$ cat config.mk
export PLATFORM = sky130hd
export DESIGN_NAME = register_bank
export DESIGN_NICKNAME = d
export VERILOG_FILES = /design/src/hdl/cpu_pkg.sv /design/src/hdl/register_bank.sv
export SDC_FILE = /design/constraint.sdc
export NUM_CORES = 2
export LEC_CHECK = 0
export BUFFER_PORTS_ARGS = -buffer_cell sky130_fd_sc_hd__buf_2
export CAP_MARGIN = 20
export CELL_PAD_IN_SITES_DETAIL_PLACEMENT = 1
export CELL_PAD_IN_SITES_GLOBAL_PLACEMENT = 1
export CORE_ASPECT_RATIO = 2
export CORE_MARGIN = 2
export CORE_UTILIZATION = 48
export DETAILED_ROUTE_END_ITERATION = 10
export MAX_ROUTING_LAYER = met4
export PLACE_DENSITY_LB_ADDON = 0.1
export REMOVE_ABC_BUFFERS = 1
export SYNTH_ARGS = -nofsm -noshare
export SYNTH_HDL_FRONTEND = slang
export SYNTH_SLANG_ARGS = --single-unit
$ cat constraint.sdc
create_clock -name clk -period 2 [get_ports clk]
set_clock_uncertainty 0.15 [all_clocks]
set_input_delay 0.1 -clock clk [delete_from_list [all_inputs] [get_ports clk]]
set_output_delay 0.1 -clock clk [all_outputs]
set_load 0.005 [all_outputs]
$ cat src/hdl/cpu_pkg.sv
`default_nettype none

package cpu_pkg;

    localparam int xlen = 32;

    localparam int imem_depth_log2 = 8;  // 256 instruction words
    localparam int dmem_depth_log2 = 8;  // 256 data words

    typedef logic [xlen-1:0] word_t;
    typedef logic [4:0] reg_addr_t;
    typedef logic [imem_depth_log2-1:0] imem_addr_t;

    // RV32I major opcodes of the supported subset
    localparam logic [6:0] op_reg    = 7'b011_0011;
    localparam logic [6:0] op_imm    = 7'b001_0011;
    localparam logic [6:0] op_load   = 7'b000_0011;
    localparam logic [6:0] op_store  = 7'b010_0011;
    localparam logic [6:0] op_branch = 7'b110_0011;
    localparam logic [6:0] op_jal    = 7'b110_1111;

    localparam word_t nop_instr = 32'h0000_0013;  // addi x0, x0, 0

    typedef enum logic [2:0] {
        alu_add,
        alu_sub,
        alu_and,
        alu_or,
        alu_xor,
        alu_slt
    } alu_op_t;

endpackage

`default_nettype wire

$ cat src/hdl/register_bank.sv
`default_nettype none

module register_bank (
    input  logic               clk,
    input  logic               arst_n,
    input  logic               write_enable,
    input  cpu_pkg::reg_addr_t write_address,
    input  cpu_pkg::word_t     write_value,
    input  cpu_pkg::reg_addr_t read_address1,
    input  cpu_pkg::reg_addr_t read_address2,
    output cpu_pkg::word_t     value1,
    output cpu_pkg::word_t     value2
);
    import cpu_pkg::*;

    word_t regs [32];

    always_ff @(posedge clk or negedge arst_n) begin
        if (!arst_n) begin
            for (int i = 0; i < 32; i++) begin
                regs[i] <= '0;
            end
        end else if (write_enable && write_address != '0) begin
            regs[write_address] <= write_value;
        end
    end

    // Write-first bypass, x0 stays zero
    always_comb begin
        value1 = regs[read_address1];
        value2 = regs[read_address2];
        if (write_enable && write_address == read_address1) value1 = write_value;
        if (write_enable && write_address == read_address2) value2 = write_value;
        if (read_address1 == '0) value1 = '0;
        if (read_address2 == '0) value2 = '0;
    end

endmodule

`default_nettype wire

After elaboration in Yosys (flattened, before gate mapping):

Cells that the tools add are included.

* reductions and logical operators: 7
* multipliers: 0
* bitwise gates (word level): 3
* order comparisons: 4
* divide/modulo/power cells: 0
* shift operators: 0
* equal/unequal tests: 2
* add/subtract/negate cells: 0
* mux-type cells: 13

Operators with widths (number)
* $bwmux 1024: 1
* $bmux 32 s5: 2
* $mux 32: 9
* $demux 32 s5: 1
* $ge 6x6->1 const B: 3
* $not 5->6: 3
* $eq 5x5->1: 2
* $logic_not 5->1: 2
* $lt 6x1->1 const B: 1
* $reduce_bool 5->1: 1
* $logic_and 1x1->1: 4

* memories: 0
* bits in registers: 1024
* RAM bits: 0
* latch bits: 0
* input bits: 50
* bits in read-only memories: 0

Depth between registers and ports, before layout:

* word-level depth: 6
* mapped depth: 10
* mapped depth without buffers: 5

Worst setup path after synthesis:

OpenSTA, ideal clock, no wires.

* kind: reg2out
* start point: reg regs[143] (netlist name)
* end point: out value1[15]
* path slack: 0.002 ns
* stages on the path, launching flop included: 5
* arrival: 1.748 ns
* cells stage by stage: dfrtp_1 > mux4_2 > mux4_2 > and3_1 > or3_1

* longest elaborated chain between the ends: 5

RTL lines
* from (decl): line register_bank.sv:16 `word_t regs [32];`
* from (signal, indexed assignment): line register_bank.sv:24 `regs[write_address] <= write_value;`
* $bmux 32 s5: line register_bank.sv:30 `value1 = regs[read_address1];`
* $mux 32 (implied by the code) (2 in series): line register_bank.sv:30
* $mux 32: line register_bank.sv:32 `if (write_enable && write_address == read_address1) value1 = write_value;`
* $mux 32: line register_bank.sv:34 `if (read_address1 == '0) value1 = '0;`
* to (decl): line register_bank.sv:11 `output cpu_pkg::word_t value1,`

No other way between the ends. The select of a mux whose other input is x is not followed.

Final worst setup path:

* start point: reg regs[527] (netlist name)
* end point: out value1[15]

The elaborated chain is that of the path after synthesis.

==> results.py <==
metrics = {
    "worst_setup_path": {
        "critPathLaunchType": "flip-flop",
        "crit_type": "reg -> out",
        "crit_slowest_cell": "mux4_2",
        "cp_common_cell": "mux4_2",
        "timing.critical_path.cells": "mux4_2 > mux4_2 > and3_4 > or3_4 > buf_6",
        "worstPathRequired_ns": 1.75,
        "critPathTopFamily": "multiplexers",
        "crit_buf_inv": 1,
        "arrival_ns": 2.83,
        "cp-end-kind": "output port",
        "cp_max_fo": 3,
        "cp_slowest_stage_delay_ns": 0.50,
    },
    "final_layout": {
        "area_growth_pct": 24.4,
        "fin_area_mm2": 0.0692,
        "seq_area_mm2": 0.0256,
        "post-route-util_pct": 60.2,
        "final_common_cell": "mux2_2",
        "largest_register_ffs": 1024,
        "nets": 4563,
        "multi_input_area_mm2": 0.0296,
        "fillers": 10800,
        "largestRegisters": "regs (1024)",
        "final_cell_mix": "mux2_2, dfrtp_1, buf_4",
        "largest-register": "regs",
        "drive_gt1_share_pct": 59.6,
    },
    "synth": {
        "synth-async-reset-ratio_pct": 100,
        "yosysSeqAreaShare_pct": 46.1,
        "synthTopCellsByArea": "dfrtp_1, mux2_2, mux4_2",
        "syn_area_mm2": 0.0556,
        "synth.largest_area_cell": "dfrtp_1",
        "yosys.area.top_type_share_pct": 46.1,
        "ys_ff_latch": 1024,
        "syn_inst": 3982,
        "synth_top_flop_cell": "dfrtp_1",
        "synth_cell_types": 65,
        "synth_edf_count": 0,
        "yosysWarnings": 0,
        "synth.avg_cell_area_um2": 14.0,
    },
    "place": {
        "place_congestion": 0.916,
        "io_buffers": 113,
        "place_hpwl_mm": 154,
        "placed_area_mm2": 0.0634,
    },
    "global_routing": {
        "met3_usage_pct": 5.90,
        "gr-usage-met2_pct": 65.7,
        "first_global_vias": 46100,
        "antenna_found_initial": 3,
        "grt_usage_pct": 39.1,
        "overflow": 0,
        "grt_pass1_wl_mm": 325,
        "use_met1_pct": 42.3,
        "top_usage_layer": "met2",
        "grt_max_degree": 82,
    },
    "pwr": {
        "power_density_mw_per_mm2": 917,
        "p_leak_nw": 30.5,
        "finalPower_mw": 63.5,
        "vdd_drop_max_uv": 821,
    },
    "die": {
        "coreArea_mm2": 0.115,
        "die-height_um": 485,
        "start_util_pct": 48.4,
        "io_pins": 114,
        "die_w_um": 245,
        "die_area_mm2": 0.119,
        "num_rows": 176,
    },
    "cts": {
        "cts_tree": "done",
        "cts.clk_slew.worst_paths_ns": 0.07,
        "insertion_delay_ns": 0.72,
        "cts_buffers": 97,
        "cts_buffer_depth": 3,
        "cts_root_buf": "clkbuf_16",
        "htreeDepth": 3,
        "clock-sinks": 1024,
    },
    "drt": {
        "num_vias": 41100,
        "viasPerCell": 6.73,
        "drt.antenna.violating_nets": 0,
        "drt_iter0_markers": 3187,
        "first_pass_iters": 5,
        "drt-total-wl_mm": 222,
        "drc": 0,
        "routedWlPerCell_um": 36.3,
    },
    "status": {
        "violations": "setup timing",
        "status": "finished, violations left",
    },
    "timing": {
        "finalSetupViolCount": 64,
        "slew_headroom_pct": 50.4,
        "layout_min_cycle_time_ns": 3.08,
        "fin_crit_sh_pct": 154,
        "hold_viol_final": 0,
        "tightest_slew_ns": 0.742,
        "worst_slack_ns": -1.08,
        "fin_tns_setup_ns": -38.05,
        "grt_setup_unrepaired": "yes",
        "final_max_slew_viol_count": 0,
        "fmax_ghz": 0.324,
        "worst_hold_slack_ns": 0.0612,
    },
    "run": {
        "maxCapViolCount": 0,
    },
    "worst_hold_path": {
        "worstHoldPathType": "in -> reg",
    },
}
[worst register-to-register path, cell delays in order (launching register included)]
cell	delay [ns]
dfrtp_1	0.40
buf_4	0.14
buf_4	0.12
mux2_2	0.26
[synthesized netlist by cell type, types with 50 or more instances]
cell	instances
mux2_2	1062
dfrtp_1	1024
mux4_2	371
mux2i_1	233
clkbuf_1	210
nor2_1	127
buf_2	106
nand2_1	105
o22ai_1	89
o21ai_0	69
nor3_1	66
buf_1	57
nand3_1	51
a21oi_1	50
[worst paths after layout]
kind / startpoint / endpoint / slack (ns) / cells past startpoint
min reg2reg: regs[1014] / regs[1014] / 0.25 / 0
max: regs[527] / value1[15] / -1.08 / 5
max in group asynchronous: arst_n / regs[682] / 0.60 / 5
max reg2reg: regs[517] / regs[517] / 0.82 / 3
min: write_value[11] / regs[491] / 0.06 / 3
min in group asynchronous: arst_n / regs[393] / 0.53 / 4
[what timing repair did]
action                                   CTS  global route
endpoints found under the setup margin    64            64
pin swaps                                160            78
hold buffers                              35             0
endpoints found under the hold margin   2002             0
gates cloned                               0             0
resized for setup                        298            77
setup buffers                             45            21
[area by class of cell]
| type | instances | share of cell area (%) |
|---|---|---|
| diodes | 6 | 0.0217 |
| clock buffers | 133 | 3.98 |
| clock inverters | 49 | 0.808 |
| inverters | 8 | 0.0434 |
| multi-input cells | 2510 | 42.7 |
| flip-flops and latches | 1024 | 37.0 |
| well taps | 1513 | 2.74 |
| repair buffers | 872 | 12.6 |
[metal layers]
| layer | part of all wire (%) | wire length [um] |
|---|---|---|
| met2 | 51 | 113000 |
| met5 | 0 | 0 |
| met3 | 5.5 | 12100 |
| met1 | 35 | 77400 |
| met4 | 8.6 | 19200 |
[cells by family after synthesis]
family	count (synthesis)	share of synthesized area (%)
mux	1673	41.1
flops	1024	46.1
buf+inv	448	3.99
simple gates	421	3.54
compound gates	406	5.18
xor+xnor	10	0.158
[where the power goes]
part	switching, mW	total (mW)	internal, mW
Combinational	6.69	15.8	9.09
Clock	8.78	19.8	11.0
Sequential	3.30	28.0	24.7
[per-stage QoR]
stage | setup WS (ns) | std cells
3_3_place_gp | -0.746 | 5848
6_report | -1.08 | 6115
2_1_floorplan | -0.679 | 3542
4_1_cts | -1.10 | 6091
3_5_place_dp | -0.776 | 5848
5_1_grt | -1.12 | 6111
(Power assumes the default switching activity.)
