`src/hdl/cpu_pkg.sv`:
```
`default_nettype none

package cpu_pkg;

    localparam int xlen = 32;

    localparam int imem_depth_log2 = 8;  // 256 instruction words
    localparam int dmem_depth_log2 = 8;  // 256 data words

    typedef logic [xlen-1:0] word_t;
    typedef logic [4:0] reg_addr_t;
    typedef logic [imem_depth_log2-1:0] imem_addr_t;

    // RV32I major opcodes of the supported subset
    localparam logic [6:0] op_reg    = 7'b011_0011;
    localparam logic [6:0] op_imm    = 7'b001_0011;
    localparam logic [6:0] op_load   = 7'b000_0011;
    localparam logic [6:0] op_store  = 7'b010_0011;
    localparam logic [6:0] op_branch = 7'b110_0011;
    localparam logic [6:0] op_jal    = 7'b110_1111;

    localparam word_t nop_instr = 32'h0000_0013;  // addi x0, x0, 0

    typedef enum logic [2:0] {
        alu_add,
        alu_sub,
        alu_and,
        alu_or,
        alu_xor,
        alu_slt
    } alu_op_t;

endpackage

`default_nettype wire

```
`src/hdl/pipe_if.sv`:
```
`default_nettype none

// Decode to execute bundle
interface de_ex_if;
    import cpu_pkg::*;

    logic      valid;
    word_t     pc;
    word_t     rs1_value;
    word_t     rs2_value;
    word_t     imm;
    logic      alu_src;    // 1 selects the immediate
    alu_op_t   alu_op;
    logic      is_branch;
    logic      branch_ne;  // bne rather than beq
    logic      is_jump;
    logic      mem_read;
    logic      mem_write;
    logic      reg_write;
    reg_addr_t rd;

    modport src (
        output valid, pc, rs1_value, rs2_value, imm, alu_src, alu_op,
               is_branch, branch_ne, is_jump, mem_read, mem_write, reg_write, rd
    );
    modport dst (
        input valid, pc, rs1_value, rs2_value, imm, alu_src, alu_op,
              is_branch, branch_ne, is_jump, mem_read, mem_write, reg_write, rd
    );
endinterface

// Execute to memory bundle
interface ex_mem_if;
    import cpu_pkg::*;

    logic      valid;
    word_t     result;      // ALU result, also the memory address
    word_t     store_data;
    logic      mem_read;
    logic      mem_write;
    logic      reg_write;
    reg_addr_t rd;

    modport src (output valid, result, store_data, mem_read, mem_write, reg_write, rd);
    modport dst (input valid, result, store_data, mem_read, mem_write, reg_write, rd);
endinterface


`default_nettype wire

```
`src/hdl/execute.sv`:
```
`default_nettype none

module execute (
    input  logic           clk,
    input  logic           arst_n,
    input  logic           enable,
    de_ex_if.dst           de_ex,
    ex_mem_if.src          ex_mem,
    output logic           redirect,
    output cpu_pkg::word_t redirect_target
);
    import cpu_pkg::*;

    word_t op_a, op_b;
    word_t alu_result;
    logic  signed_lt;
    logic  operands_equal;
    logic  branch_taken;

    assign op_a = de_ex.rs1_value;
    assign op_b = de_ex.alu_src ? de_ex.imm : de_ex.rs2_value;

    assign signed_lt = $signed(op_a) < $signed(op_b);

    always_comb begin
        case (de_ex.alu_op)
            alu_add: alu_result = op_a + op_b;
            alu_sub: alu_result = op_a - op_b;
            alu_and: alu_result = op_a & op_b;
            alu_or:  alu_result = op_a | op_b;
            alu_xor: alu_result = op_a ^ op_b;
            alu_slt: alu_result = {{(xlen-1){1'b0}}, signed_lt};
            default: alu_result = '0;
        endcase
    end

    // Branch compare on the raw register values
    assign operands_equal = (de_ex.rs1_value == de_ex.rs2_value);
    assign branch_taken   = de_ex.is_branch && (operands_equal ^ de_ex.branch_ne);

    // Control bits arrive already cleared for bubbles
    assign redirect        = branch_taken || de_ex.is_jump;
    assign redirect_target = de_ex.pc + de_ex.imm;

    always_ff @(posedge clk or negedge arst_n) begin
        if (!arst_n) begin
            ex_mem.valid     <= 1'b0;
            ex_mem.mem_read  <= 1'b0;
            ex_mem.mem_write <= 1'b0;
            ex_mem.reg_write <= 1'b0;
        end else if (enable) begin
            ex_mem.valid     <= de_ex.valid;
            ex_mem.mem_read  <= de_ex.mem_read;
            ex_mem.mem_write <= de_ex.mem_write;
            ex_mem.reg_write <= de_ex.reg_write;
        end
    end

    always_ff @(posedge clk) begin
        if (enable) begin
            ex_mem.result     <= alu_result;
            ex_mem.store_data <= de_ex.rs2_value;
            ex_mem.rd         <= de_ex.rd;
        end
    end

    // Decode must strip control from flushed and illegal slots
    a_redirect_valid: assert property (@(posedge clk) disable iff (!arst_n)
        redirect |-> de_ex.valid);

endmodule

`default_nettype wire

```
`src/flat_wrapper.sv`:
```
// flat-port wrapper written by rule: the top's interface ports become plain ports
module execute_flat import cpu_pkg::*;
  (clk, arst_n, enable, redirect, redirect_target, de_ex_valid, de_ex_pc, de_ex_rs1_value, de_ex_rs2_value, de_ex_imm, de_ex_alu_src, de_ex_alu_op, de_ex_is_branch, de_ex_branch_ne, de_ex_is_jump, de_ex_mem_read, de_ex_mem_write, de_ex_reg_write, de_ex_rd, ex_mem_valid, ex_mem_result, ex_mem_store_data, ex_mem_mem_read, ex_mem_mem_write, ex_mem_reg_write, ex_mem_rd);
  de_ex_if de_ex_i ();
  ex_mem_if ex_mem_i ();
  input  logic clk;
  input  logic arst_n;
  input  logic enable;
  output logic redirect;
  output cpu_pkg::word_t redirect_target;
  input wire logic [$bits(de_ex_i.valid)-1:0] de_ex_valid;
  input wire logic [$bits(de_ex_i.pc)-1:0] de_ex_pc;
  input wire logic [$bits(de_ex_i.rs1_value)-1:0] de_ex_rs1_value;
  input wire logic [$bits(de_ex_i.rs2_value)-1:0] de_ex_rs2_value;
  input wire logic [$bits(de_ex_i.imm)-1:0] de_ex_imm;
  input wire logic [$bits(de_ex_i.alu_src)-1:0] de_ex_alu_src;
  input wire logic [$bits(de_ex_i.alu_op)-1:0] de_ex_alu_op;
  input wire logic [$bits(de_ex_i.is_branch)-1:0] de_ex_is_branch;
  input wire logic [$bits(de_ex_i.branch_ne)-1:0] de_ex_branch_ne;
  input wire logic [$bits(de_ex_i.is_jump)-1:0] de_ex_is_jump;
  input wire logic [$bits(de_ex_i.mem_read)-1:0] de_ex_mem_read;
  input wire logic [$bits(de_ex_i.mem_write)-1:0] de_ex_mem_write;
  input wire logic [$bits(de_ex_i.reg_write)-1:0] de_ex_reg_write;
  input wire logic [$bits(de_ex_i.rd)-1:0] de_ex_rd;
  output wire logic [$bits(ex_mem_i.valid)-1:0] ex_mem_valid;
  output wire logic [$bits(ex_mem_i.result)-1:0] ex_mem_result;
  output wire logic [$bits(ex_mem_i.store_data)-1:0] ex_mem_store_data;
  output wire logic [$bits(ex_mem_i.mem_read)-1:0] ex_mem_mem_read;
  output wire logic [$bits(ex_mem_i.mem_write)-1:0] ex_mem_mem_write;
  output wire logic [$bits(ex_mem_i.reg_write)-1:0] ex_mem_reg_write;
  output wire logic [$bits(ex_mem_i.rd)-1:0] ex_mem_rd;
  assign de_ex_i.valid = de_ex_valid;
  assign de_ex_i.pc = de_ex_pc;
  assign de_ex_i.rs1_value = de_ex_rs1_value;
  assign de_ex_i.rs2_value = de_ex_rs2_value;
  assign de_ex_i.imm = de_ex_imm;
  assign de_ex_i.alu_src = de_ex_alu_src;
  assign de_ex_i.alu_op = de_ex_alu_op;
  assign de_ex_i.is_branch = de_ex_is_branch;
  assign de_ex_i.branch_ne = de_ex_branch_ne;
  assign de_ex_i.is_jump = de_ex_is_jump;
  assign de_ex_i.mem_read = de_ex_mem_read;
  assign de_ex_i.mem_write = de_ex_mem_write;
  assign de_ex_i.reg_write = de_ex_reg_write;
  assign de_ex_i.rd = de_ex_rd;
  assign ex_mem_valid = ex_mem_i.valid;
  assign ex_mem_result = ex_mem_i.result;
  assign ex_mem_store_data = ex_mem_i.store_data;
  assign ex_mem_mem_read = ex_mem_i.mem_read;
  assign ex_mem_mem_write = ex_mem_i.mem_write;
  assign ex_mem_reg_write = ex_mem_i.reg_write;
  assign ex_mem_rd = ex_mem_i.rd;
  execute u_core (.clk(clk), .arst_n(arst_n), .enable(enable), .de_ex(de_ex_i), .ex_mem(ex_mem_i), .redirect(redirect), .redirect_target(redirect_target));
endmodule
```
`config.mk`:
```
export PLATFORM = sky130hd
export DESIGN_NAME = execute_flat
export DESIGN_NICKNAME = d
export VERILOG_FILES = /design/src/hdl/cpu_pkg.sv /design/src/hdl/pipe_if.sv /design/src/hdl/execute.sv /design/src/flat_wrapper.sv
export SDC_FILE = /design/constraint.sdc
export NUM_CORES = 1
export LEC_CHECK = 0
export ABC_AREA = 1
export BUFFER_PORTS_ARGS = -buffer_cell sky130_fd_sc_hd__buf_2
export CORE_AREA = 2 2 176 178
export DETAILED_ROUTE_END_ITERATION = 16
export DIE_AREA = 0 0 178 180
export MAX_ROUTING_LAYER = met4
export PLACE_DENSITY = 0.65
export SYNTH_ARGS = -nofsm -noshare
export SYNTH_HDL_FRONTEND = slang
export SYNTH_SLANG_ARGS = --single-unit
```
`constraint.sdc`:
```
create_clock -name clk -period 3.73 [get_ports clk]
set_input_delay 0.746 -clock clk [delete_from_list [all_inputs] [get_ports clk]]
set_output_delay 0.746 -clock clk [all_outputs]
set_load 0.005 [all_outputs]
```
; After elaboration in Yosys (flattened, before gate mapping)
; Cells that the tools add are included.
[totals]
word_cells = 26
regBits = 73
output_inout_bits = 106
[op_classes]
n_lt_le_gt_ge = 1
n_eq_ne = 6
n_mux = 2
addsub = 3
bitwise_logic = 4
reduce_logical = 3
[op_table]
columns = cell, n
row1 = case mux 32 bit (6 select lines), 1
row2 = adder 32 bit, 2
row3 = bitwise AND 32 bit, 1
row4 = == test 32 bit, 1
row5 = less-than comparator 32 bit, 1
row6 = 2-to-1 mux 32 bit, 1
row7 = bitwise OR 32 bit, 1
row8 = subtractor 32 bit, 1
row9 = bitwise XOR 32 bit, 1
row10 = == test 3 x 2 -> 1 bit (second input constant), 2
row11 = == test 3 bit (second input constant), 2
row12 = == test 3 x 1 -> 1 bit (second input constant), 1
row13 = logical NOT 3 bit, 1
row14 = logical AND 1 bit, 1
row15 = logical OR 1 bit, 1
row16 = bitwise XOR 1 bit, 1

; Depth between registers and ports, before layout
[depth]
depth_word = 4
ltp_mapped = 19

; Worst setup path before layout
; No wires, ideal clock.
[synth_timing]
path_type = in2reg
startpoint = input de_ex_alu_src
endpoint = register u_core.ex_mem.result[10], data pin
arrival_time_ns = 2.826
path_stages = 17
t_required_ns = 3.468
path_slack_ns = 0.642
cell_sequence = clkbuf_1 -> clkbuf_1 -> nand2_1 -> o21ai_0 -> inv_1 -> ha_1 -> fa_1 -> nand2_1 -> nand2_1 -> nand3b_1 -> nand2_1 -> nand2_1 -> nand2_1 -> nand2_1 -> o21ai_0 -> a21oi_1 -> o21ai_0
[synth_via]
elab_chain_cells = 3
elab_cells_between_ends = 7
classes_between = add/sub (2) / mux (2) / bitwise (3)
[synth_rtl]
columns = item, line
row1 = from (decl), flat_wrapper.sv:16  ; input wire logic [$bits(de_ex_i.alu_src)-1:0] de_ex_alu_src;
row2 = 2-to-1 mux 32 bit *, execute.sv:21  ; assign op_b = de_ex.alu_src ? de_ex.imm : de_ex.rs2_value;
row3 = subtractor 32 bit (tied with other cells), execute.sv:28  ; alu_sub: alu_result = op_a - op_b;
row4 = case mux 32 bit (6 select lines) *, execute.sv:26  ; case (de_ex.alu_op)
row5 = net u_core.alu_result[10], execute.sv:15  ; word_t alu_result;
row6 = to (signal assigned), execute.sv:61  ; ex_mem.result <= alu_result;
row7 = to (decl), pipe_if.sv:44  ; modport src (output valid, result, store_data, mem_read, mem_write, reg_write, rd);
; The timed path passes the listed nets; every way through them passes the cells marked *.
; A chain may end at the register's enable or synchronous reset.

; Worst setup path in the final report
; Ends and elaborated chain as after synthesis.

==> impl_metrics.py <==
metrics = {
    "placement": {
        "place_inst": 2475,
        "portBuffers": 252,
        "dpl_worst_slack_ns": 0.0553,
        "dp_hpwl_um": 38200,
        "place.gp.congestion": 1.02,
    },
    "clocking": {
        "cts_buffers": 9,
        "cts_hold_buf": 0,
        "cts_tree": "done",
        "clk_pin_slew_worst_paths_ns": 0.07,
        "insertion_delay_ns": 0.36,
        "cts_resized": 0,
        "root_buffer": "clkbuf_16",
        "htreeDepth": 3,
        "cts_setup_buffers": 0,
        "clock_path_buffers": 2,
        "cts.sinks": 73,
    },
    "timing": {
        "finalSetupViolCount": 0,
        "max_slew_margin_pct": 40.8,
        "fin_setup_tns_ns": 0,
        "slew_viol_final": 0,
        "post-route-period-util_pct": 93.7,
        "finalClockSkew_ns": 0,
        "finalHoldViolations": 0,
        "tightest_slew_ns": 0.879,
        "fmax_mhz": 286,
        "worst_slack_ns": 0.236,
        "rsz0062_at_grt": "false",
        "fin_crit_ns": 3.49,
    },
    "global_route": {
        "grt_pass1_wl_um": 67500,
        "gr-total-overflow": 0,
        "antenna_found_initial": 9,
        "grt_max_degree": 60,
        "track_usage_pct": 28.5,
        "grt_pass1_vias": 12000,
    },
    "detailed_routing": {
        "routedWlPerCell_um": 18.0,
        "route.detailed.drc": 0,
        "met3_length_um": 4150,
        "ant_nets": 0,
        "viasPerCell": 5.11,
        "route.layer.met1.wl_um": 19400,
        "first_pass_iters": 6,
        "dr_total_vias": 12800,
        "drt-initial-drc-count": 1067,
        "routed.top_layer": "met4",
        "met2_length_um": 20300,
        "finalWirelength_um": 44900,
    },
    "critical_path": {
        "end_kind": "register",
        "reg2reg_depth": 1,
        "cp.required_ns": 3.83,
        "r2r_setup_slack_ns": 2.98,
        "cp-start-kind": "input pin",
        "timing.rr.end": "u_core.ex_mem.mem_write",
        "r2r-start": "u_core.ex_mem.mem_write",
        "cp.arrival_ns": 3.60,
        "path_max_fanout": 6,
        "crit_type": "in -> reg",
    },
    "synthesis": {
        "ys_top_cells_by_area": "nand2_1, edfxtp_1, ha_1",
        "synth_area_leader_cell": "nand2_1",
        "synth_seq_cells": 73,
        "async_flop_share_pct": 5.48,
        "syn_inst": 1846,
        "synth-edff-count": 69,
        "seq_area_frac_synth_pct": 19.3,
        "syn_area_per_cell_um2": 6.09,
        "synth_top_area_share_pct": 18.8,
        "dominantRegCellSynth": "edfxtp_1",
        "synth_area_um2": 11200,
        "yosys_warnings": 0,
        "syn-num-nets": 2130,
        "netlist-cell-type-count": 49,
    },
    "power_and_ir_drop": {
        "finalPower_mw": 3.79,
        "vdd_ir_drop_max_uv": 206,
        "power_per_cell_area_nw_per_um2": 285,
        "p_leak_nw": 7.37,
    },
    "die": {
        "die_w_um": 178,
        "fp.dieH_um": 180,
        "rows": 64,
        "start_util_pct": 37.3,
        "core_area_um2": 30200,
        "dieArea_um2": 32000,
        "floorplan.io_pins": 253,
    },
    "finish": {
        "final_cells": 2501,
        "final_common_cell": "nand2_1",
        "syn2layout_area_growth_pct": 17.9,
        "fin_nets": 2374,
        "fill_cells": 3307,
        "final_layout_size_suffix_gt1_share_pct": 15.5,
        "final_cell_mix": "nand2_1, inv_1, buf_2",
    },
    "job": {
        "cap_violations": 0,
    },
    "hold_path": {
        "hp-class": "in -> async",
    },
    "run_status": {
        "status": "finished, final reports clean",
    },
}
==> per-stage QoR <==
| step | util (%) | area, um2 | hold WS [ns] |
|---|---|---|---|
| 6_report | 43.9 | 13300 | 0.179 |
| 5_1_grt | 43.9 | 13300 | 0.184 |
| 4_1_cts | 43.8 | 13200 | 0.175 |
| 3_5_place_dp | 43.0 | 13000 | 0.490 |
| 3_3_place_gp | 43.0 | 13000 | 0.488 |
| 2_1_floorplan | - | 11200 | 0.450 |
==> power breakdown <==
| part | switching (mW) | leakage, nW | internal, mW |
|---|---|---|---|
| combinational | 1.26 | 6.53 | 0.654 |
| sequential | 0.0228 | 0.718 | 0.997 |
| clock | 0.401 | 0.118 | 0.450 |
| total | 1.68 | 7.37 | 2.10 |
==> logic make-up after synthesis <==
group / Yosys count / share of synthesized area (%)
DFF: 73 / 19.3
muxes: 4 / 0.400
AOI/OAI and AO/OA: 272 / 13.4
and+or+nand+nor: 904 / 33.2
xor gates and xnor gates: 57 / 4.44
buffers and inverters: 399 / 13.8
adders and majority gates: 137 / 15.4
==> area by class of cell <==
class | instances | area, um2 | area share, %
Clock inverter | 5 | 35.0 | 0.264
Antenna cell | 10 | 25.0 | 0.189
Inverter | 361 | 1360 | 10.2
Sequential cell | 73 | 2170 | 16.4
Tap cell | 396 | 495 | 3.74
Clock buffer | 11 | 233 | 1.76
Multi-Input combinational cell | 1374 | 7520 | 56.8
Timing Repair Buffer | 271 | 1420 | 10.7
==> cell usage after synthesis (11+ instances only) <==
cell type	instances
nand2_1	563
inv_1	349
nor2_1	140
ha_1	134
nand3_1	134
a21oi_1	119
o21ai_0	82
edfxtp_1	69
xor2_1	33
o22ai_1	25
xnor2_1	24
nor3_1	20
buf_2	17
o21bai_1	11
==> worst max-delay path, stage by stage <==
cell	delay (ns)
buf_2	0.14
o21ai_0	0.71
inv_1	0.19
fa_1	0.45
nand2_1	0.10
nand2_1	0.06
nand3b_1	0.08
nand2_1	0.10
nand2_1	0.08
nand2_1	0.20
o21ai_0	0.23
a21oi_1	0.07
o21ai_0	0.44
==> registers in the layout (all words and copies together) (netlist names) <==
signal / count
u_core.ex_mem.reg_write: 1
u_core.ex_mem.mem_read: 1
u_core.ex_mem.mem_write: 1
u_core.ex_mem.valid: 1
u_core.ex_mem.rd: 5
u_core.ex_mem.store_data: 32
u_core.ex_mem.result: 32
==> per-layer routing <==
layer	GRT usage [%]	vias to the layer above
met3	4.99	50
met4	8.26	0
li1	-	6353
met5	-	-
met1	37.7	5762
met2	44.3	609
==> worst max-delay path by stage <==
stage	end	startpoint	slack (ns)	cells after the start
4_1_cts	redirect_target[22]	de_ex_imm[0]	0.35	12
2_1_floorplan	u_core.ex_mem.result[10]	de_ex_alu_src	0.64	17
3_5_place_dp	u_core.ex_mem.result[10]	de_ex_alu_src	0.06	13
5_1_grt	redirect_target[22]	de_ex_imm[0]	0.09	12
3_3_place_gp	u_core.ex_mem.result[10]	de_ex_alu_src	0.11	15
6_report	u_core.ex_mem.result[10]	de_ex_alu_src	0.24	13
(Power assumes the default switching activity.)
