**config.mk**
```make
export PLATFORM = sky130hd
export DESIGN_NAME = decode_flat
export DESIGN_NICKNAME = d
export VERILOG_FILES = /design/src/hdl/cpu_pkg.sv /design/src/hdl/pipe_if.sv /design/src/hdl/decode.sv /design/src/flat_wrapper.sv
export SDC_FILE = /design/constraint.sdc
export NUM_CORES = 1
export LEC_CHECK = 0
export ABC_AREA = 1
export BUFFER_PORTS_ARGS = -buffer_cell sky130_fd_sc_hd__buf_2
export CAP_MARGIN = 0
export CORE_AREA = 3 3 111 113
export CTS_CLUSTER_DIAMETER = 60
export DETAILED_ROUTE_END_ITERATION = 10
export DIE_AREA = 0 0 114 116
export PLACE_DENSITY = 0.76
export SYNTH_ARGS = -nofsm -noshare
export SYNTH_HDL_FRONTEND = slang
export SYNTH_SLANG_ARGS = --single-unit
```
**constraint.sdc**
```tcl
create_clock -name clk -period 1.08 [get_ports clk]
set_input_delay 0 -clock clk [delete_from_list [all_inputs] [get_ports clk]]
set_output_delay 0 -clock clk [all_outputs]
set_load 0.005 [all_outputs]
```
**src/hdl/cpu_pkg.sv**
```systemverilog
`default_nettype none

package cpu_pkg;

    localparam int xlen = 32;

    localparam int imem_depth_log2 = 8;  // 256 instruction words
    localparam int dmem_depth_log2 = 8;  // 256 data words

    typedef logic [xlen-1:0] word_t;
    typedef logic [4:0] reg_addr_t;
    typedef logic [imem_depth_log2-1:0] imem_addr_t;

    // RV32I major opcodes of the supported subset
    localparam logic [6:0] op_reg    = 7'b011_0011;
    localparam logic [6:0] op_imm    = 7'b001_0011;
    localparam logic [6:0] op_load   = 7'b000_0011;
    localparam logic [6:0] op_store  = 7'b010_0011;
    localparam logic [6:0] op_branch = 7'b110_0011;
    localparam logic [6:0] op_jal    = 7'b110_1111;

    localparam word_t nop_instr = 32'h0000_0013;  // addi x0, x0, 0

    typedef enum logic [2:0] {
        alu_add,
        alu_sub,
        alu_and,
        alu_or,
        alu_xor,
        alu_slt
    } alu_op_t;

endpackage

`default_nettype wire

```
**src/hdl/pipe_if.sv**
```systemverilog
`default_nettype none

// Decode to execute bundle
interface de_ex_if;
    import cpu_pkg::*;

    logic      valid;
    word_t     pc;
    word_t     rs1_value;
    word_t     rs2_value;
    word_t     imm;
    logic      alu_src;    // 1 selects the immediate
    alu_op_t   alu_op;
    logic      is_branch;
    logic      branch_ne;  // bne rather than beq
    logic      is_jump;
    logic      mem_read;
    logic      mem_write;
    logic      reg_write;
    reg_addr_t rd;

    modport src (
        output valid, pc, rs1_value, rs2_value, imm, alu_src, alu_op,
               is_branch, branch_ne, is_jump, mem_read, mem_write, reg_write, rd
    );
    modport dst (
        input valid, pc, rs1_value, rs2_value, imm, alu_src, alu_op,
              is_branch, branch_ne, is_jump, mem_read, mem_write, reg_write, rd
    );
endinterface


`default_nettype wire

```
**src/hdl/decode.sv**
```systemverilog
`default_nettype none

module decode (
    input  logic              clk,
    input  logic              arst_n,
    input  logic              enable,
    input  logic              flush,
    input  logic              if_valid,
    input  cpu_pkg::word_t    if_pc,
    input  cpu_pkg::word_t    if_instr,
    output cpu_pkg::reg_addr_t rs1_addr,
    output cpu_pkg::reg_addr_t rs2_addr,
    input  cpu_pkg::word_t    rs1_value,
    input  cpu_pkg::word_t    rs2_value,
    de_ex_if.src              de_ex
);
    import cpu_pkg::*;

    logic [6:0] opcode;
    logic [2:0] funct3;
    reg_addr_t  rd;
    word_t      imm_i, imm_s, imm_b, imm_j;
    word_t      imm;
    logic       legal;
    logic       keep;  // Entry survives into execute
    logic       alu_src, is_branch, is_jump, mem_read, mem_write, reg_write;
    alu_op_t    alu_op;

    assign opcode   = if_instr[6:0];
    assign rd       = if_instr[11:7];
    assign funct3   = if_instr[14:12];
    assign rs1_addr = if_instr[19:15];
    assign rs2_addr = if_instr[24:20];

    assign imm_i = {{20{if_instr[31]}}, if_instr[31:20]};
    assign imm_s = {{20{if_instr[31]}}, if_instr[31:25], if_instr[11:7]};
    assign imm_b = {{19{if_instr[31]}}, if_instr[31], if_instr[7],
                    if_instr[30:25], if_instr[11:8], 1'b0};
    assign imm_j = {{11{if_instr[31]}}, if_instr[31], if_instr[19:12],
                    if_instr[20], if_instr[30:21], 1'b0};

    always_comb begin
        legal     = 1'b1;
        imm       = imm_i;
        alu_src   = 1'b0;
        alu_op    = alu_add;
        is_branch = 1'b0;
        is_jump   = 1'b0;
        mem_read  = 1'b0;
        mem_write = 1'b0;
        reg_write = 1'b0;
        case (opcode)
            op_reg: begin
                reg_write = 1'b1;
                case (funct3)
                    3'b000:  alu_op = if_instr[30] ? alu_sub : alu_add;  // funct7 bit 5
                    3'b111:  alu_op = alu_and;
                    3'b110:  alu_op = alu_or;
                    3'b100:  alu_op = alu_xor;
                    3'b010:  alu_op = alu_slt;
                    default: legal  = 1'b0;
                endcase
            end
            op_imm: begin  // addi only
                legal     = (funct3 == 3'b000);
                alu_src   = 1'b1;
                reg_write = 1'b1;
            end
            op_load: begin
                legal     = (funct3 == 3'b010);
                alu_src   = 1'b1;
                mem_read  = 1'b1;
                reg_write = 1'b1;
            end
            op_store: begin
                legal     = (funct3 == 3'b010);
                imm       = imm_s;
                alu_src   = 1'b1;
                mem_write = 1'b1;
            end
            op_branch: begin
                legal     = (funct3[2:1] == 2'b00);  // beq, bne
                imm       = imm_b;
                is_branch = 1'b1;
            end
            op_jal: begin
                imm     = imm_j;
                is_jump = 1'b1;
            end
            default: legal = 1'b0;
        endcase
    end

    assign keep = if_valid && legal && !flush;

    always_ff @(posedge clk or negedge arst_n) begin
        if (!arst_n) begin
            de_ex.valid     <= 1'b0;
            de_ex.is_branch <= 1'b0;
            de_ex.is_jump   <= 1'b0;
            de_ex.mem_read  <= 1'b0;
            de_ex.mem_write <= 1'b0;
            de_ex.reg_write <= 1'b0;
        end else if (enable) begin
            de_ex.valid     <= keep;
            de_ex.is_branch <= keep && is_branch;
            de_ex.is_jump   <= keep && is_jump;
            de_ex.mem_read  <= keep && mem_read;
            de_ex.mem_write <= keep && mem_write;
            de_ex.reg_write <= keep && reg_write && (rd != '0);  // x0 writes dropped
        end
    end

    always_ff @(posedge clk) begin
        if (enable) begin
            de_ex.pc        <= if_pc;
            de_ex.rs1_value <= rs1_value;
            de_ex.rs2_value <= rs2_value;
            de_ex.imm       <= imm;
            de_ex.alu_src   <= alu_src;
            de_ex.alu_op    <= alu_op;
            de_ex.branch_ne <= funct3[0];
            de_ex.rd        <= rd;
        end
    end

endmodule

`default_nettype wire

```
**src/flat_wrapper.sv**
```systemverilog
// flat-port wrapper written by rule: the top's interface ports become plain ports
module decode_flat import cpu_pkg::*;
  (clk, arst_n, enable, flush, if_valid, if_pc, if_instr, rs1_addr, rs2_addr, rs1_value, rs2_value, de_ex_valid, de_ex_pc, de_ex_rs1_value, de_ex_rs2_value, de_ex_imm, de_ex_alu_src, de_ex_alu_op, de_ex_is_branch, de_ex_branch_ne, de_ex_is_jump, de_ex_mem_read, de_ex_mem_write, de_ex_reg_write, de_ex_rd);
  de_ex_if de_ex_i ();
  input  logic clk;
  input  logic arst_n;
  input  logic enable;
  input  logic flush;
  input  logic if_valid;
  input  cpu_pkg::word_t if_pc;
  input  cpu_pkg::word_t if_instr;
  output cpu_pkg::reg_addr_t rs1_addr;
  output cpu_pkg::reg_addr_t rs2_addr;
  input  cpu_pkg::word_t rs1_value;
  input  cpu_pkg::word_t rs2_value;
  output wire logic [$bits(de_ex_i.valid)-1:0] de_ex_valid;
  output wire logic [$bits(de_ex_i.pc)-1:0] de_ex_pc;
  output wire logic [$bits(de_ex_i.rs1_value)-1:0] de_ex_rs1_value;
  output wire logic [$bits(de_ex_i.rs2_value)-1:0] de_ex_rs2_value;
  output wire logic [$bits(de_ex_i.imm)-1:0] de_ex_imm;
  output wire logic [$bits(de_ex_i.alu_src)-1:0] de_ex_alu_src;
  output wire logic [$bits(de_ex_i.alu_op)-1:0] de_ex_alu_op;
  output wire logic [$bits(de_ex_i.is_branch)-1:0] de_ex_is_branch;
  output wire logic [$bits(de_ex_i.branch_ne)-1:0] de_ex_branch_ne;
  output wire logic [$bits(de_ex_i.is_jump)-1:0] de_ex_is_jump;
  output wire logic [$bits(de_ex_i.mem_read)-1:0] de_ex_mem_read;
  output wire logic [$bits(de_ex_i.mem_write)-1:0] de_ex_mem_write;
  output wire logic [$bits(de_ex_i.reg_write)-1:0] de_ex_reg_write;
  output wire logic [$bits(de_ex_i.rd)-1:0] de_ex_rd;
  assign de_ex_valid = de_ex_i.valid;
  assign de_ex_pc = de_ex_i.pc;
  assign de_ex_rs1_value = de_ex_i.rs1_value;
  assign de_ex_rs2_value = de_ex_i.rs2_value;
  assign de_ex_imm = de_ex_i.imm;
  assign de_ex_alu_src = de_ex_i.alu_src;
  assign de_ex_alu_op = de_ex_i.alu_op;
  assign de_ex_is_branch = de_ex_i.is_branch;
  assign de_ex_branch_ne = de_ex_i.branch_ne;
  assign de_ex_is_jump = de_ex_i.is_jump;
  assign de_ex_mem_read = de_ex_i.mem_read;
  assign de_ex_mem_write = de_ex_i.mem_write;
  assign de_ex_reg_write = de_ex_i.reg_write;
  assign de_ex_rd = de_ex_i.rd;
  decode u_core (.clk(clk), .arst_n(arst_n), .enable(enable), .flush(flush), .if_valid(if_valid), .if_pc(if_pc), .if_instr(if_instr), .rs1_addr(rs1_addr), .rs2_addr(rs2_addr), .rs1_value(rs1_value), .rs2_value(rs2_value), .de_ex(de_ex_i));
endmodule
```
-- After elaboration in Yosys (flattened, before gate mapping)
Cells that the tools add are included.
- latch bits: 0
- logic and storage cells: 51
- memories kept: 0
- memory bits (writable): 0
- input port bits: 133
- register bits after elaboration: 133
- bits in read-only memories: 0
- div/mod/pow operators: 0
- bitwise gates (word level): 0
- multipliers: 0
- add/sub/neg operators: 0
- shift operators: 0
- equality and inequality tests: 10
- reduce and logical (&&, ||, !) cells: 16
- multiplexer cells: 11
- $lt $le $gt $ge: 0
- operators with widths (kind ; count):
    $pmux 20 s3 ; 1
    $pmux 3 s5 ; 1
    $eq 7x6->1 const B ; 2
    $eq 7x7->1 const B ; 2
    $eq 3x3->1 const B ; 3
    $logic_and 1x1->1 ; 8
    $mux 1 ; 8
    $eq 7x2->1 const B ; 1
    $eq 7x5->1 const B ; 1
    $reduce_or 3->1 ; 2
    $pmux 1 s5 ; 1
    $reduce_bool 5->1 ; 1
    $reduce_or 5->1 ; 1
    $eq 3x2->1 const B ; 1
    $logic_not 3->1 ; 1
    $logic_not 2->1 ; 1
    $reduce_or 2->1 ; 1
    $logic_not 1->1 ; 1

-- Depth between registers and ports, before layout
Gate-level depths: netlist (run 1).
- depth in word-level cells: 8
- gate-level depth with buffers: 9
- gate-level depth less buffers: 9

-- Worst setup path before layout (run 1)
Ideal clock, no wire load.
- path kind: input to register
- from: input port if_instr[4]
- to: register u_core.de_ex.imm[14], data pin
- stages on the path: 6
- arrival time: 0.718 ns
- setup slack: 0.094 ns
- library setup time: 0.268 ns
- buffers on the path: 0
- required time: 0.812 ns
- cells stage by stage: inv_1 nand2_2 nor2_8 nand2_4 o21ai_4 o21ai_0
- word-level cells in the longest chain between the ends: 2
- elaborated cells on any way between the ends: 4
- those cells by class: eq/ne (3); mux (1)
- RTL lines (element ; RTL line ; text):
    start, declared ; flat_wrapper.sv:11 ; input cpu_pkg::word_t if_instr;
    $eq 7x7->1 / $eq 7x6->1 (equally long branches) ; decode.sv:52 ; case (opcode)
    $pmux 20 s3 (*) ; decode.sv:52 ;
    named net u_core.imm[14] ; decode.sv:23 ; word_t imm;
    end, declared ; pipe_if.sv:23 ; output valid, pc, rs1_value, rs2_value, imm, alu_src, alu_op,
The timed path passes the listed nets; every way through them passes the cells marked *.
A chain may end at the register's enable or synchronous reset.

-- Final worst setup path (run 1)
- from: register u_core.de_ex.imm[20] (netlist name)
- to: output port de_ex_imm[29]
- RTL lines (element ; RTL line ; text):
    end, declared ; flat_wrapper.sv:20 ; output wire logic [$bits(de_ex_i.imm)-1:0] de_ex_imm;
No word-level cell between the ends.

==> results of run 1 <==
[where the power goes]
group	internal (mW)	leakage, nW	switching [mW]
Sequential	6.09	1.33	0.122
Clock	3.36	0.266	1.99
Combinational	0.812	2.08	0.624
Total	10.3	3.68	2.73
[metal layers]
| layer | wire length [um] | GRT usage, % | vias to the layer above |
|---|---|---|---|
| li1 | - | - | 1778 |
| met1 | 5000 | 22.7 | 1805 |
| met2 | 8200 | 40.9 | 204 |
| met3 | 1260 | 6.84 | 40 |
| met4 | 493 | 11.2 | 0 |
| met5 | 0 | 0 | - |
[cell type report]
cell class / count / share of cell area [%]
flip-flops and latches: 133 / 49.1
diodes: 1 / 0.0310
clock buffers: 21 / 5.45
well taps: 143 / 2.22
clock inverters: 10 / 1.33
multi-input cells: 89 / 5.86
inverters: 15 / 0.728
repair buffers: 427 / 35.3
[metrics by stage]
stage          power (mW)   TNS (ns)  setup slack (ns)
2_1_floorplan        6.52          0            0.0936
3_3_place_gp         7.29  -0.000909         -0.000909
3_5_place_dp         7.34     -0.257           -0.0693
4_1_cts              13.0    -0.0830           -0.0140
5_1_grt              13.5     -0.900           -0.0781
6_report             13.0     -0.188           -0.0237
[registers in the layout (all words and copies together), names as in the netlist, 3 cells and up]
name,count
u_core.de_ex.pc,32
u_core.de_ex.rs1_value,32
u_core.de_ex.rs2_value,32
u_core.de_ex.imm,21
u_core.de_ex.rd,5
u_core.de_ex.alu_op,3
[cell families after synthesis]
| family | count (synthesis) | synth area share, % |
|---|---|---|
| buffers and inverters | 36 | 4.66 |
| AOI/OAI and AO/OA | 10 | 1.51 |
| DFF | 133 | 85.3 |
| and+or+nand+nor | 79 | 8.51 |
[placed cells by master (no fill, tap or decap), types with 2 or more instances in the layout]
cell type,Yosys,layout
dfrtp_1,6,6
nand2_2,4,6
nor2_4,2,2
o21ai_1,2,2
dlygate4sd3_1,0,122
clkinv_2,0,3
edfxtp_1,127,127
nand4_1,2,2
nor2_8,2,2
buf_4,21,16
o21ai_0,3,3
bufinv_16,0,2
buf_6,0,3
dlymetal6s4s_1,0,2
nand2_1,40,38
clkbuf_1,0,4
buf_12,0,2
nand3_1,17,17
inv_1,12,11
nor2_1,8,7
clkinv_1,0,2
inv_2,2,3
buf_2,0,282
clkbuf_16,0,17
[final timing paths]
| kind | from | to | slack (ns) | cells after the start |
|---|---|---|---|---|
| worst max-delay path | u_core.de_ex.imm[20]$_DFFE_PP_ | de_ex_imm[29] | -0.02 | 2 |
| worst min-delay path | enable | u_core.de_ex.rs2_value[20]$_DFFE_PP_ | 0.02 | 2 |
| worst max register to register | u_core.de_ex.is_jump$_DFFE_PN0P_ | u_core.de_ex.is_jump$_DFFE_PN0P_ | 0.38 | 1 |
| worst min register to register | u_core.de_ex.mem_write$_DFFE_PN0P_ | u_core.de_ex.mem_write$_DFFE_PN0P_ | 0.48 | 2 |
| max in group asynchronous | arst_n | u_core.de_ex.is_jump$_DFFE_PN0P_ | 0.33 | 3 |
| min in group asynchronous | arst_n | u_core.de_ex.is_branch$_DFFE_PN0P_ | 0.54 | 3 |
[repair_timing]
| item | 4_1_cts | 5_1_grt |
|---|---|---|
| buffers inserted | 2 | 0 |
| hold buffers | 124 | 0 |
| pin swaps | 0 | 3 |
| endpoints found under the hold margin | 133 | 0 |
| endpoints found under the setup margin | 12 | 17 |
| resized for setup | 1 | 10 |
==> results.json, run 1 <==
{
  "status": "finished, violations left",
  "violations": "negative setup slack",
  "insertion_delay_ns": 0.41,
  "path_delay_family": "flip-flops",
  "antenna_left": 0,
  "drt_iter0_drc": 279,
  "numCtsBuffers": 17,
  "power.leakage_nw": 3.68,
  "slew_headroom_pct": 74.1,
  "power.density_nw_per_um2": 1610,
  "regArea_sq_um": 3960,
  "rsz0062_at_grt": "true",
  "worst_path_largest_cell_delay_ns": 0.42,
  "crit_fanout": 6,
  "final_area_sq_um": 8080,
  "synth.avg_cell_area_sq_um": 18.0,
  "ys.flop_type": "edfxtp_1",
  "hp-class": "in2reg",
  "antenna_found_initial": 0,
  "postLayoutCoreUtil_pct": 70.7,
  "cp.required_ns": 1.08,
  "vias": 3827,
  "skew_ns": 0,
  "grt-ovfl-total": 0,
  "die_area_sq_um": 13200,
  "post_drt_via_cell_ratio": 4.56,
  "remaining_drc_errors": 0,
  "gp_congestion": 0.837,
  "cts.htree.levels": 4,
  "wirelength_mm": 14.9,
  "drive_gt1_share_pct": 49.6,
  "cts_root_buf": "clkbuf_16",
  "num_rows": 39,
  "whs_ns": 0.0225,
  "cp.arrival_ns": 1.10,
  "clkSinkCount": 133,
  "io_buffers": 286,
  "post-synth-top-area-cell": "edfxtp_1",
  "netlist_area_sq_um": 4650,
  "worst_path_max_delay_cell": "edfxtp_1",
  "peakVddDrop_mv": 1.51,
  "synth_cell_types": 24,
  "worst_setup_path_start_kind": "register",
  "cts_buffer_depth": 2,
  "fin_crit_ns": 1.10,
  "post-dp-hpwl_mm": 9.82,
  "start_util_pct": 40.7,
  "yosysWarnings": 0,
  "synth.most_common_cell": "edfxtp_1",
  "setup_viol": 12,
  "dp_cells": 683,
  "finalHoldViolCount": 0,
  "synth_area_leaders": "edfxtp_1 82%, buf_4 3.4%, dfrtp_1 3.2%",
  "grt_pass1_wl_mm": 21.5,
  "synth_async_sr_flop_share_pct": 4.51,
  "fill_cells": 756,
  "die_w_um": 114,
  "placed_area_sq_um": 6250,
  "max_freq_mhz": 906,
  "grt_max_degree": 76,
  "fp.dieH_um": 116,
  "synth_edf_count": 127,
  "cap_violations": 0,
  "synth_nets": 391,
  "path_clk_slew_ns": 0.05,
  "worst_slack_ns": -0.0237,
  "crit_buf_inv": 2,
  "final_cells": 839,
  "track_usage_pct": 22.2,
  "synthCells": 258,
  "min_period_over_period_pct": 102,
  "grt_pass1_vias": 4011,
  "endpoint_kind": "primary output",
  "report.final.slew_viol_count": 0,
  "dr.pass1.iters": 4,
  "synth_seq_area_share_pct": 85.3,
  "path_class": "reg2out",
  "cp_cell_sequence": "buf_6 -> buf_2",
  "nets": 816,
  "coreArea_sq_um": 11400,
  "synth_common_cells": "127 x edfxtp_1, 40 x nand2_1, 21 x buf_4",
  "wl_per_cell_um": 17.8,
  "yosys.area.top_type_share_pct": 82.1,
  "tritoncts": "built",
  "io_pins": 287,
  "synth-seq-cells": 133,
  "syn_to_final_growth_pct": 73.8,
  "multi_input_area_sq_um": 473,
  "worstMarginPinSlew_ns": 0.388
}
(Power assumes the default switching activity.)
==> run 2, diff against run 1 <==
- MAX_ROUTING_LAYER: default -> met4
- PLACE_DENSITY: 0.76 -> 0.78
==> results.json, run 2 (synthesis results as in run 1) <==
{
  "status": "finished, violations left",
  "cts_root_buf": "clkbuf_16",
  "min_period_over_period_pct": 100,
  "diodes": 0,
  "grt_pass1_wl_mm": 21.4,
  "insertion_delay_ns": 0.40,
  "die_area_sq_um": 13200,
  "cts.htree.levels": 4,
  "r2r-start": "u_core.de_ex.is_jump$_DFFE_PN0P_",
  "tritoncts": "built",
  "violations": "negative setup slack",
  "cp.required_ns": 1.08,
  "slew_headroom_pct": 82.0,
  "crit_start": "u_core.de_ex.imm[20]$_DFFE_PP_",
  "layout_commonest_cell": "buf_2",
  "vias": 3822,
  "grt-ovfl-total": 0,
  "endpoint_kind": "primary output",
  "reg.largest.list": "u_core.de_ex.pc: 32 flops, u_core.de_ex.rs1_value: 32 flops, u_core.de_ex.rs2_value: 32 flops",
  "hp-class": "in2reg",
  "reg2reg_setup_slack_ns": 0.37,
  "wirelength_mm": 14.8,
  "die_w_um": 114,
  "antenna_found_initial": 0,
  "grt_max_degree": 41,
  "fp.dieH_um": 116,
  "wl_per_cell_um": 17.4,
  "gp_congestion": 0.807,
  "power.leakage_nw": 3.73,
  "coreArea_sq_um": 11400,
  "clkSinkCount": 133,
  "io_pins": 287,
  "antenna_left": 0,
  "worst_path_largest_cell_delay_ns": 0.38,
  "track_usage_pct": 22.4,
  "cts_buffer_depth": 2,
  "drive_gt1_share_pct": 51.2,
  "cap_violations": 0,
  "start_util_pct": 40.7,
  "pre_cts_ws_ns": -0.0720,
  "drt_iter0_drc": 190,
  "dr.pass1.iters": 4,
  "crit_fanout": 6,
  "skew_ns": 0,
  "path_class": "reg2out",
  "nets": 825,
  "mostFrequentLayoutCells": "283 x buf_2, 127 x edfxtp_1, 124 x dlygate4sd3_1, 37 x nand2_1, 21 x buf_4",
  "num_rows": 39,
  "post_drt_via_cell_ratio": 4.51,
  "grt_pass1_vias": 4049,
  "cp_cell_sequence": "buf_4 -> buf_2",
  "worstMarginPinSlew_ns": 0.268,
  "worst_slack_ns": -0.000726,
  "rsz0062_at_grt": "true",
  "post-dp-hpwl_mm": 9.45,
  "worst_path_max_delay_cell": "edfxtp_1",
  "io_buffers": 286,
  "peakVddDrop_mv": 1.11,
  "syn_to_final_growth_pct": 76.7,
  "finalHoldViolCount": 0,
  "numCtsBuffers": 17,
  "power.density_nw_per_um2": 1600,
  "cp.arrival_ns": 1.08,
  "remaining_drc_errors": 0,
  "fin_crit_ns": 1.08,
  "max_freq_mhz": 925,
  "hold_start": "if_instr[5]",
  "setup_viol": 5,
  "path_clk_slew_ns": 0.05,
  "worst_setup_path_start_kind": "register",
  "postLayoutCoreUtil_pct": 71.9,
  "report.final.slew_viol_count": 0
}
-- run 2: cell types whose count changed in the layout (fill, tap and decap cells not counted), moves of 2 or more --
| cell | previous run | this run |
|---|---|---|
| buf_4 | 16 | 21 |
| buf_12 | 2 | 6 |
| buf_6 | 3 | 0 |
| clkbuf_1 | 4 | 1 |
| clkinvlp_4 | 1 | 3 |
| dlygate4sd3_1 | 122 | 124 |
| inv_1 | 11 | 9 |
| inv_2 | 3 | 5 |
-- run 2: where the power goes --
group / switching (mW) / leakage, nW / total (mW) / internal [mW]
combinational: 0.624 / 2.14 / 1.47 / 0.846
clock: 2.05 / 0.271 / 5.43 / 3.37
sequential: 0.124 / 1.33 / 6.21 / 6.09
total: 2.80 / 3.73 / 13.1 / 10.3
-- run 2: what timing repair did --
action / CTS / global route
hold endpoints to repair: 141 / 0
pin swaps: 0 / 6
setup endpoints to repair: 12 / 18
buffers inserted: 2 / 5
hold buffers: 126 / 0
resized for setup: 1 / 16
-- run 2: path summary, 6_finish.rpt --
path / endpoint / cells after the start
min in group asynchronous: u_core.de_ex.valid$_DFFE_PN0P_ / 3
worst max register to register: u_core.de_ex.is_jump$_DFFE_PN0P_ / 1
worst max-delay path: de_ex_imm[22] / 2
worst min register to register: u_core.de_ex.mem_write$_DFFE_PN0P_ / 2
worst min-delay path: u_core.de_ex.mem_read$_DFFE_PN0P_ / 5
max in group asynchronous: u_core.de_ex.mem_write$_DFFE_PN0P_ / 3
-- run 2: stage by stage --
| stage | TNS [ns] | hold slack [ns] | area [sq um] | cells | total power [mW] |
|---|---|---|---|---|---|
| floorplan | 0 | -0.296 | 4650 | 258 | 6.52 |
| global placement | 0 | -0.173 | 6290 | 685 | 7.30 |
| detailed placement | -0.300 | -0.169 | 6290 | 685 | 7.35 |
| CTS | -0.0717 | 0.00000608 | 8130 | 845 | 13.1 |
| global route | -0.468 | 0.0392 | 8210 | 848 | 13.6 |
| finish | -0.00250 | 0.0200 | 8210 | 848 | 13.1 |
-- run 2: layer usage --
metal / up-vias / routed length (um) / global-route usage [%]
met5: - / 0 / -
met4: 0 / 358 / 9.66
met3: 30 / 1170 / 6.89
met2: 197 / 8300 / 40.6
met1: 1802 / 4950 / 22.2
li1: 1793 / - / -
-- run 2: area by class of cell --
type	instances	area, sq um
Multi-Input combinational cell	89	483
Clock inverter	14	136
Tap cell	143	179
Clock buffer	18	429
Fill cell	730	3210
Inverter	15	58.8
Timing Repair Buffer	436	2960
Sequential cell	133	3960
-- run 2: worst max-delay path, delay by kind of cell (launching register included) --
kind	cells	cell delay, ns
flops	1	0.38
buf+inv	2	0.31
